## src/hw/injector_pkg.sv

```systemverilog
`default_nettype none

package injector_pkg;

	// ====================
	// packet layout
	// ====================

	localparam int step_width    = 8;                 // one mesh step count
	localparam int setting_width = 2 * step_width;    // two step counts side by side
	localparam int packet_width  = 1 + setting_width; // valid bit on top of the payload

	localparam int packet_valid_bit = packet_width - 1; // msb of each router slot

	// ====================
	// seven-segment display
	// ====================

	// segments a..g from high bit to low, a lit segment is driven 0
	typedef logic [6:0] seg_t;

	localparam int num_digits = 10;

	localparam seg_t seg_blank = 7'b111_1111; // every segment dark

	localparam seg_t seg_digits [num_digits] = '{
		~7'b111_1110, // 0
		~7'b011_0000, // 1
		~7'b110_1101, // 2
		~7'b111_1001, // 3
		~7'b011_0011, // 4
		~7'b101_1011, // 5
		~7'b101_1111, // 6
		~7'b111_0000, // 7
		~7'b111_1111, // 8
		~7'b111_1011  // 9
	};

endpackage

`default_nettype wire

```

## src/hw/setting_panel.sv

```systemverilog
`default_nettype none

module setting_panel
	import injector_pkg::*;
(
	input  wire                      clk,
	input  wire                      arst_n,
	input  wire                      sel_data,     // key steps change the data value
	input  wire                      sel_router,   // key steps change the router number
	input  wire                      key_inc,      // push key, count up
	input  wire                      key_dec,      // push key, count down
	output logic [setting_width-1:0] data_value,
	output logic [setting_width-1:0] router_index
);

	// ====================
	// key press detection
	// ====================

	logic key_inc_q; // key level seen at the previous edge
	logic key_dec_q;
	logic inc_press;
	logic dec_press;

	// sampled every cycle, even with no register selected,
	// so a key held while the switches move still counts once
	always_ff @(posedge clk or negedge arst_n)
	begin
		if (!arst_n)
		begin
			key_inc_q <= 1'b0;
			key_dec_q <= 1'b0;
		end
		else
		begin
			key_inc_q <= key_inc;
			key_dec_q <= key_dec;
		end
	end

	assign inc_press = key_inc & ~key_inc_q; // high now, low one sample before
	assign dec_press = key_dec & ~key_dec_q;

	// ====================
	// step amount
	// ====================

	logic [setting_width-1:0] step_value; // two's complement +1, -1 or 0

	always_comb
	begin
		case ({inc_press, dec_press})
			2'b10:   step_value = setting_width'(1); // up by one
			2'b01:   step_value = '1;                // down by one
			default: step_value = '0;                // idle, or both keys cancel
		endcase
	end

	// ====================
	// setting registers
	// ====================

	// both wrap modulo 2**setting_width through plain adder overflow
	always_ff @(posedge clk or negedge arst_n)
	begin
		if (!arst_n)
		begin
			data_value <= '0;
		end
		else if (sel_data)
		begin
			data_value <= data_value + step_value;
		end
	end

	always_ff @(posedge clk or negedge arst_n)
	begin
		if (!arst_n)
		begin
			router_index <= '0;
		end
		else if (sel_router)
		begin
			router_index <= router_index + step_value;
		end
	end

endmodule

`default_nettype wire

```

## config.mk

```make
export PLATFORM = sky130hd
export DESIGN_NAME = setting_panel
export DESIGN_NICKNAME = d
export VERILOG_FILES = /design/src/hw/injector_pkg.sv /design/src/hw/setting_panel.sv
export SDC_FILE = /design/constraint.sdc
export NUM_CORES = 1
export LEC_CHECK = 0
export BUFFER_PORTS_ARGS = -buffer_cell sky130_fd_sc_hd__buf_2
export CAP_MARGIN = 10
export CORE_UTILIZATION = 50
export DETAILED_ROUTE_END_ITERATION = 7
export GPL_ROUTABILITY_DRIVEN = 0
export MAX_ROUTING_LAYER = met4
export PLACE_DENSITY = 0.7
export SLEW_MARGIN = 10
export SYNTH_ARGS = -nofsm -noshare
export SYNTH_HDL_FRONTEND = slang
export SYNTH_SLANG_ARGS = --single-unit
```

## constraint.sdc

```tcl
create_clock -name clk -period 5.4 [get_ports clk]
set_input_delay 1.62 -clock clk [delete_from_list [all_inputs] [get_ports clk]]
set_output_delay 1.62 -clock clk [all_outputs]
set_load 0.01 [all_outputs]
```

==> results_dict.tcl <==
set metrics [dict create \
    outcome "finished, final reports clean" \
    yosysTopAreaCell "dfrtp_1" \
    ant_nets 0 \
    worst-r2r-cell-count 11 \
    grt_start_max_net_pins 50 \
    synth_seq_cells 34 \
    p_per_area_nw_per_um2 462 \
    fin_crit_sh_pct 72.9 \
    first_global_vias 2869 \
    worstPathMaxFanout 4 \
    cts_max_level 2 \
    fin_cells 506 \
    path_common_cell "ha_1" \
    reg2reg_slack_ns 2.52 \
    cp.depth 12 \
    dpl_worst_slack_ns 1.14 \
    maxCapViolations 0 \
    grt_first_pass_wirelength_microns 14100 \
    routed_wl_microns 8340 \
    crit-reg2reg-capture "router_index[10]$_DFFE_PN0P_" \
    crit_start "key_dec" \
    fmax_mhz 254 \
    dp_hpwl_microns 5640 \
    dieHeight_microns 84.6 \
    dr.pass1.iters 7 \
    cts_setup_buffers 0 \
    grtUsageMet2_pct 37.1 \
    initial_core_util_pct 52.8 \
    synth_top_cell_area_share_pct 25.0 \
    end_kind "register" \
    avgSynthCellArea_sq_um 8.00 \
    dp.cells 499 \
    slew_viol_final 0 \
    rows 29 \
    p_leak_nw 1.40 \
    clk_latency_ns 0.30 \
    die_area_sq_um 7150 \
    synth_cell_types 73 \
    area.growth.synth_to_final_pct 4.48 \
    cts_hold_buf 0 \
    worstPathArrival_ns 4.16 \
    rr_startpoint "key_inc_q$_DFF_PN0_" \
    dpl-instance-area_sq_um 3480 \
    yosysWarnings 0 \
    skew_ns 0.00881 \
    fin_ws_ns 1.46 \
    final_cell_mix "37 x buf_2, 34 x dfrtp_1, 33 x nand2_1, 29 x nor2_1, 28 x o21ai_0" \
    grt-ovfl-total 0 \
    endpoint "router_index[10]$_DFFE_PN0P_" \
    critical-path-top-delay-family "simple AND/OR/NAND/NOR gates" \
    die_w_microns 84.6 \
    synth-seq-area-share_pct 25.0 \
    drtIter0Drc 273 \
    cp_cell_sequence "buf_2 > nor2b_1 > ha_1 > inv_1 > ha_1 > ha_1 > or4bb_1 > nand4_1 > a22oi_2 > mux2i_1 > a311oi_1 > xnor2_1" \
    period_minus_slack_ns 3.94 \
    gr-max-usage-layer "met2" \
    met1_usage_pct 35.1 \
    grt.total_usage_pct 25.0 \
    ir_worst_vdd_mv 0.245 \
    cts.sinks 34 \
    syn_inst 426 \
    antenna_found_initial 0 \
    num-nets-final 441 \
    start_kind "input pin" \
    final_layout_size_suffix_gt1_share_pct 15.2 \
    syn-cell-area_sq_um 3410 \
    root_buffer "clkbuf_8" \
    ys.flop_type "dfrtp_1" \
    min_path_type "register to register" \
    async_flop_share_pct 100 \
    num_antenna_cells 0 \
    rsz0062_at_grt "no" \
    worst_pin_slew_ns 0.831 \
    cts.repair.resized 0 \
    cts_buffers 5 \
    grtUsageMet3_pct 4.23 \
    critPathMaxStageDelay_ns 0.48 \
    fin_setup_tns_ns 0 \
    setup_viol 0 \
    crit_slowest_cell "or4bb_1" \
    synth_edf_count 0 \
    cts.reportedPaths.clkPinSlew_ns 0.08 \
    core_sq_um 6460 \
    avgViaCountPerCell 6.39 \
    drc 0 \
    critical_path_required_ns 5.62 \
    crit_type "input pin to register" \
    finalInstanceArea_sq_um 3560 \
    vias 3231 \
    cts_tree "yes" \
    hold_violations 0 \
    yosys-top-cells-area "dfrtp_1 25%, xnor2_1 6.4%, o21ai_0 4.1%" \
    slew_headroom_pct 44.6 \
    syn_nets 438 \
    worst-path-buf-inv 2 \
    clk_path_buf_depth 2 \
    power_mw 1.65 \
    pin_count 38 \
    post_drt_wl_per_cell_microns 16.5 \
    layout_commonest_cell "buf_2" \
    portBuffers 37 \
]
==> cells in the mapped netlist, drive strengths merged, types with 5 or more instances <==
| library cell | number |
|---|---|
| xor2 | 10 |
| nor2b | 5 |
| mux2 | 6 |
| dfrtp | 34 |
| a21oi | 28 |
| o22ai | 7 |
| clkbuf | 17 |
| o21ai | 33 |
| or3 | 5 |
| nand2b | 9 |
| ha | 6 |
| a32oi | 5 |
| inv | 8 |
| buf | 28 |
| nand4 | 6 |
| mux2i | 9 |
| nand3 | 15 |
| a21o | 7 |
| nand2 | 33 |
| xnor2 | 25 |
| or4b | 5 |
| and3b | 6 |
| nor2 | 29 |
| nor3 | 7 |
| o31a | 9 |
==> worst min-delay path by stage <==
stage | start | depth (start not counted) | end
final | data_value[15]$_DFFE_PN0P_ | 1 | data_value[15]$_DFFE_PN0P_
after global routing | data_value[15]$_DFFE_PN0P_ | 1 | data_value[15]$_DFFE_PN0P_
after CTS | data_value[15]$_DFFE_PN0P_ | 1 | data_value[15]$_DFFE_PN0P_
after detailed placement | data_value[15]$_DFFE_PN0P_ | 1 | data_value[15]$_DFFE_PN0P_
after global placement | data_value[15]$_DFFE_PN0P_ | 1 | data_value[15]$_DFFE_PN0P_
after floorplan | data_value[15]$_DFFE_PN0P_ | 1 | data_value[15]$_DFFE_PN0P_
==> per-layer routing <==
layer  part of all wire, %  vias up  wire length, microns
li1                      -     1568                     -
met1                    49     1557                  4100
met2                    45       94                  3770
met3                   4.6       12                   383
met4                   1.1        0                    88
met5                     0        -                     0
==> state kept, by name, summed over array words and instances (netlist names) <==
| name | flops |
|---|---|
| key_dec_q | 1 |
| key_inc_q | 1 |
| router_index | 16 |
| data_value | 16 |
==> worst register-to-register path, cell delays in order, from the launching register on <==
cell,delay (ns)
dfrtp_1,0.36
nand2b_1,0.17
ha_1,0.28
inv_1,0.09
ha_1,0.21
ha_1,0.21
or4bb_1,0.48
nand4_1,0.21
a22oi_2,0.15
mux2i_1,0.14
a311oi_1,0.33
xnor2_1,0.18
==> kinds of logic after synthesis <==
family	Yosys count	share of synthesized area, %
flops	34	25.0
mux	15	4.62
compound gates	132	26.7
fa+ha+maj	6	2.20
simple gates	151	24.6
buf+inv	53	7.93
xor+xnor	35	8.99
==> layout make-up <==
| class | count | area [sq um] |
|---|---|---|
| fill | 633 | 2900 |
| clock buffer | 5 | 68.8 |
| sequential | 34 | 851 |
| inverter | 8 | 30.0 |
| tap | 77 | 96.3 |
| timing repair buffer | 41 | 215 |
| clock inverter | 2 | 10.0 |
| multi-input combinational | 339 | 2290 |
==> report_power, final <==
group	switching, mW	total [mW]	internal, mW
Combinational	0.389	0.756	0.368
Sequential	0.324	0.697	0.373
Clock	0.106	0.193	0.0868
==> through the flow <==
step	hold WS [ns]	utilization [%]
after floorplan	0.507	-
after global placement	0.455	53.9
final	0.467	55.2
after detailed placement	0.461	53.9
after CTS	0.475	55.2
after global routing	0.505	55.2
No activity file was read; power rests on OpenSTA's default activity.
