==> config.mk <==
export PLATFORM = sky130hd
export DESIGN_NAME = seven_seg_decoder
export DESIGN_NICKNAME = d
export VERILOG_FILES = /design/src/hw/injector_pkg.sv /design/src/hw/seven_seg_decoder.sv
export SDC_FILE = /design/constraint.sdc
export NUM_CORES = 1
export LEC_CHECK = 0
export ABC_AREA = 1
export CAP_MARGIN = 20
export CORE_AREA = 2 2 39 41
export CTS_CLUSTER_SIZE = 8
export DETAILED_ROUTE_END_ITERATION = 6
export DIE_AREA = 0 0 41 43
export DONT_BUFFER_PORTS = 1
export SETUP_SLACK_MARGIN = 0.02
export SYNTH_ARGS = -nofsm -noshare
export SYNTH_HDL_FRONTEND = slang
export SYNTH_SLANG_ARGS = --single-unit
==> constraint.sdc <==
create_clock -name clk -period 0.8 [get_ports clk]
set_input_delay 0.08 -clock clk [delete_from_list [all_inputs] [get_ports clk]]
set_output_delay 0.08 -clock clk [all_outputs]
set_load 0.1 [all_outputs]
==> src/hw/injector_pkg.sv <==
`default_nettype none

package injector_pkg;

	// ====================
	// packet layout
	// ====================

	localparam int step_width    = 8;                 // one mesh step count
	localparam int setting_width = 2 * step_width;    // two step counts side by side
	localparam int packet_width  = 1 + setting_width; // valid bit on top of the payload

	localparam int packet_valid_bit = packet_width - 1; // msb of each router slot

	// ====================
	// seven-segment display
	// ====================

	// segments a..g from high bit to low, a lit segment is driven 0
	typedef logic [6:0] seg_t;

	localparam int num_digits = 10;

	localparam seg_t seg_blank = 7'b111_1111; // every segment dark

	localparam seg_t seg_digits [num_digits] = '{
		~7'b111_1110, // 0
		~7'b011_0000, // 1
		~7'b110_1101, // 2
		~7'b111_1001, // 3
		~7'b011_0011, // 4
		~7'b101_1011, // 5
		~7'b101_1111, // 6
		~7'b111_0000, // 7
		~7'b111_1111, // 8
		~7'b111_1011  // 9
	};

endpackage

`default_nettype wire

==> src/hw/seven_seg_decoder.sv <==
`default_nettype none

module seven_seg_decoder
	import injector_pkg::*;
(
	input  wire                      clk,
	input  wire                      arst_n,
	input  wire  [setting_width-1:0] value,   // number to show
	output seg_t                     segments // active low, a..g
);

	// ====================
	// digit lookup
	// ====================

	logic in_range; // value fits one decimal digit
	seg_t pattern;

	assign in_range = (value < setting_width'(num_digits));

	always_comb
	begin
		if (in_range)
		begin
			pattern = seg_digits[value[3:0]];
		end
		else
		begin
			pattern = seg_blank; // two-digit values are not shown
		end
	end

	// ====================
	// output register
	// ====================

	always_ff @(posedge clk or negedge arst_n)
	begin
		if (!arst_n)
		begin
			segments <= seg_blank; // dark until the first decode
		end
		else
		begin
			segments <= pattern;
		end
	end

endmodule

`default_nettype wire

==> flow_summary.json, run 1 <==
{
  "wl_met1_um": 268,
  "cts-root-buf": "clkbuf_4",
  "htreeDepth": 1,
  "yosysWarnings": 0,
  "tightestPinTransition_ns": 0.286,
  "min_period_over_period_pct": 138,
  "place_congestion": 0.749,
  "setup_slack_ns": -0.301,
  "antenna_found_initial": 0,
  "cts_buffers": 3,
  "synth_cells": 57,
  "postCtsSetupBuffers": 0,
  "synth_fa_ha_area_share_pct": 13.8,
  "synth_compound_area_share_pct": 0,
  "p_leak_uw": 0.000237,
  "cts.clk_slew.worst_paths_ns": 0.05,
  "maxSlewViolCount": 0,
  "fmax_ghz": 0.908,
  "cts_sinks": 7,
  "postRouteAntennaNets": 0,
  "die_h_um": 43,
  "drc": 0,
  "io_buffers": 0,
  "max_slew_margin_pct": 80.8,
  "grt_util_all_layers_pct": 11.0,
  "synth_top_area_share_pct": 40.6,
  "vias": 365,
  "hold_viol": 0,
  "viasPerCell": 4.56,
  "syn_nets": 80,
  "layout-drive-gt1-share_pct": 26.6,
  "drt_pass1_iterations": 2,
  "routed.top_layer": "met4",
  "peakVddDrop_v": 0.000322,
  "grt_start_max_net_pins": 10,
  "reg_top3": "segments x7",
  "hold_ws_ns": 0.0329,
  "nFillCells": 151,
  "io_pins": 25,
  "syn_to_final_growth_pct": 22.9,
  "status": "complete, but fails checks",
  "cts_resized": 0,
  "synth_top_family_by_area": "simple AND/OR/NAND/NOR gates",
  "synthTopCellsByArea": "dfstp_2 41%, nand3_1 15%, ha_1 14%, nand2_1 9.1%, nor2_1 6.6%",
  "drt_wl_total_um": 769,
  "core_um2": 1380,
  "seq_area_frac_synth_pct": 40.6,
  "rsz0062_at_grt": "true",
  "dr_wl_met3_um": 74,
  "critPathArrivalTime_ns": 1.02,
  "cts_tree": "yes",
  "avgSynthCellArea_um2": 7.95,
  "placementRows": 14,
  "antenna_cells": 0,
  "layout_min_cycle_time_ns": 1.10,
  "setup_violations": 7,
  "cts.path.max_buffers": 2,
  "synth-simple-area-share_pct": 36.5,
  "grt_pass1_vias": 356,
  "power_density_nw_per_um2": 1350,
  "die_w_um": 41,
  "start_util_pct": 32.7,
  "end_kind": "primary output",
  "dieArea_um2": 1760,
  "grt_overflow_total": 0,
  "drtIter0Drc": 2,
  "wire_per_inst_um": 9.61,
  "detailed_place_hpwl_um": 681,
  "final_common_cell": "nand3_1",
  "syn_area_um2": 453,
  "largest_reg_flops": 7,
  "synth_cell_types": 11,
  "mostFrequentLayoutCells": "13 x nand3_1, 11 x nand2_1, 8 x nor2_1",
  "violations": "negative setup slack",
  "final_core_utilization_pct": 40.2,
  "worstPathRequired_ns": 0.72,
  "synth_mux_area_share_pct": 0,
  "wl_met2_um": 414,
  "synth_area_leader_cell": "dfstp_2",
  "synth-seq-cells": 7,
  "fin_nets": 88,
  "start_kind": "flop",
  "max_cap_violations": 0,
  "cp_max_fo": 1,
  "grt_first_pass_wirelength_um": 1300,
  "hold_path_class": "input port to flop",
  "synth-xor-area-share_pct": 0,
  "largest-register": "segments",
  "critPathKind": "flop to primary output"
}
## final cells by class
cell class	count	area, um^2	area share, %
clock buffer	4	26.3	4.72
tap	16	20.0	3.60
timing repair buffer	4	35.0	6.29
multi-input combinational	41	235	42.2
sequential	7	210	37.8
inverter	8	30.0	5.39
## logic make-up (layout without fill, tap and decap cells)
group                      count (synthesis)  in the layout
adders and majority gates                  5              5
DFF                                        7              7
and+or+nand+nor                           36             36
buffers and inverters                      9             16
## cells in the mapped netlist
library cell   n
or2_2          1
nor2_1         8
buf_6          1
inv_1          7
inv_2          1
nor2_4         1
dfstp_2        7
nor2_2         1
ha_1           5
nand3_1       14
nand2_1       11
## path summary, 6_finish.rpt
check / startpoint / to / slack [ns] / cells past startpoint
max: segments[0] / segments[0] / -0.30 / 0
min: value[1] / segments[0] / 0.03 / 3
max in group asynchronous: arst_n / segments[0] / 0.37 / 1
min in group asynchronous: arst_n / segments[3] / 0.41 / 1
## metal layers
| metal | GRT usage (%) | up-vias |
|---|---|---|
| li1 | - | 192 |
| met1 | 10.1 | 159 |
| met2 | 17.8 | 12 |
| met3 | 3.14 | 2 |
| met4 | 10.0 | 0 |
| met5 | 0 | - |
## power breakdown
part | total, uW | switching (uW) | internal, uW
combinational | 96.7 | 52.1 | 44.5
clock | 301 | 112 | 189
sequential | 355 | 0.464 | 354
total | 753 | 165 | 588
## timing repair
item | in CTS | in global routing
endpoints found under the hold margin | 8 | 0
setup endpoints to repair | 7 | 7
hold buffers | 2 | 0
## stage by stage
step	power [uW]	TNS (ns)	area, um^2	instances	setup WS, ns
4_1_cts	771	-2.18	557	80	-0.315
3_5_place_dp	443	-0.308	510	74	-0.0470
2_1_floorplan	439	-0.277	487	57	-0.0396
5_1_grt	811	-2.26	557	80	-0.328
6_report	753	-2.09	557	80	-0.301
3_3_place_gp	441	-0.289	510	74	-0.0417
(Power assumes the default switching activity.)
==> inputs of run 2 (changes only) <==
Settings changed: CELL_PAD_IN_SITES_DETAIL_PLACEMENT set to 1, CELL_PAD_IN_SITES_GLOBAL_PLACEMENT set to 2, CORE_AREA 2 2 39 41 to unset, CORE_ASPECT_RATIO set to 0.8, CORE_MARGIN set to 2, CORE_UTILIZATION set to 26, DIE_AREA 0 0 41 43 to unset, PLACE_DENSITY_LB_ADDON set to 0.1.
==> run 2 against run 1 <==
Net effect: the run still ends with negative setup slack left; cell count up 7.5%; critical path type unchanged; die area up 19%; via count up 1.4%.
==> flow_summary.json, run 2 (synthesized netlist as in run 1, its figures left out) <==
{
  "p_comb_share_pct": 13.0,
  "mostFrequentLayoutCells": "13 x nand3_1, 11 x nand2_1, 8 x nor2_1",
  "max_slew_margin_pct": 81.3,
  "placementRows": 13,
  "cts_buffers": 3,
  "max_cap_violations": 0,
  "power.switching_uw": 179,
  "die_h_um": 41.3,
  "preCtsSetupSlack_ns": -0.0438,
  "cts.path.max_buffers": 2,
  "clock_power_share_pct": 40.8,
  "io_buffers": 0,
  "grt_pass1_vias": 322,
  "peakVddDrop_v": 0.000346,
  "p_leak_uw": 0.000237,
  "dieArea_um2": 2090,
  "antenna_found_initial": 0,
  "cts.clk_slew.worst_paths_ns": 0.05,
  "viasPerCell": 4.30,
  "cts_resized": 0,
  "drtIter0Drc": 2,
  "min_period_over_period_pct": 139,
  "violations": "negative setup slack",
  "core_um2": 1630,
  "worstHoldPathCells": 3,
  "drc": 0,
  "critPathKind": "flop to primary output",
  "postCtsSetupBuffers": 0,
  "seqPwrFrac_pct": 46.2,
  "htreeDepth": 1,
  "cp_max_fo": 1,
  "layout-drive-gt1-share_pct": 26.6,
  "antenna_cells": 0,
  "worstPathRequired_ns": 0.72,
  "tightestPinTransition_ns": 0.280,
  "hold_path_class": "input port to flop",
  "status": "complete, but fails checks",
  "layout_min_cycle_time_ns": 1.11,
  "grt_start_max_net_pins": 10,
  "fin_tns_setup_ns": -2.14,
  "die_w_um": 50.7,
  "cts_tree": "yes",
  "switching_share_pct": 23.3,
  "power_density_nw_per_um2": 1360,
  "syn_to_final_growth_pct": 24.6,
  "wire_per_inst_um": 10.7,
  "nFillCells": 196,
  "cp_num_cells": 0,
  "drt_pass1_iterations": 3,
  "critPathArrivalTime_ns": 1.03,
  "fin_nets": 88,
  "postRouteAntennaNets": 0,
  "power_uw": 768,
  "fmax_ghz": 0.901,
  "detailed_place_hpwl_um": 762,
  "start_kind": "flop",
  "power.internal_uw": 589,
  "vias": 370,
  "grt_util_all_layers_pct": 9.53,
  "end_kind": "primary output",
  "rsz0062_at_grt": "true",
  "hold_viol": 0,
  "final_common_cell": "nand3_1",
  "io_pins": 25,
  "cts-root-buf": "clkbuf_4",
  "largest_reg_flops": 7,
  "reg_top3": "segments x7",
  "drt_wl_total_um": 919,
  "grt_first_pass_wirelength_um": 1350,
  "setup_violations": 7,
  "setup_slack_ns": -0.310,
  "grt_overflow_total": 0,
  "start_util_pct": 27.8,
  "maxSlewViolCount": 0,
  "cts_sinks": 7,
  "place_congestion": 0.794,
  "largest-register": "segments"
}
==> run 2: cell counts in the layout (fill, tap and decap cells not counted) <==
No cell type changed its count.
==> run 2: worst paths after layout <==
path	startpoint	endpoint	slack, ns
max	segments[4]	segments[4]	-0.31
max in group asynchronous	arst_n	segments[6]	0.38
min	value[2]	segments[4]	0.03
min in group asynchronous	arst_n	segments[4]	0.39
==> run 2: cell type report <==
type,count,area [um^2],share of cell area [%]
multi-input combinational,41,235,41.7
sequential,7,210,37.3
timing repair buffer,4,35.0,6.21
inverter,8,30.0,5.32
tap,22,27.5,4.88
clock buffer,4,26.3,4.66
==> run 2: per-layer routing <==
metal	part of all wire [%]	up-vias	wire [um]	global-route usage, %
li1	-	190	-	-
met1	36	162	331	8.70
met2	51	14	468	17.4
met3	9.6	4	88	3.21
met4	3.4	0	31	10.1
met5	0	-	0	0
==> run 2: power by group through the flow <==
| stage | combinational, uW | sequential [uW] | clock [uW] |
|---|---|---|---|
| 2_1_floorplan | 79.6 | 359 | 0 |
| 3_3_place_gp | 84.2 | 359 | 0 |
| 3_5_place_dp | 88.9 | 359 | 0 |
| 4_1_cts | 102 | 354 | 327 |
| 5_1_grt | 118 | 354 | 355 |
| 6_report | 100 | 355 | 313 |
==> run 2: per-stage QoR <==
stage | instances | area, um^2 | hold slack [ns] | util [%]
floorplan | 57 | 487 | -0.0666 | -
global placement | 80 | 518 | -0.0662 | 31.8
detailed placement | 80 | 518 | -0.0662 | 31.8
CTS | 86 | 564 | 0.0259 | 34.7
global route | 86 | 564 | 0.0377 | 34.7
finish | 86 | 564 | 0.0296 | 34.7
==> run 2: repair_timing <==
action,in CTS,in global routing
endpoints found under the hold margin,8,0
endpoints found under the setup margin,7,7
hold buffers,2,0
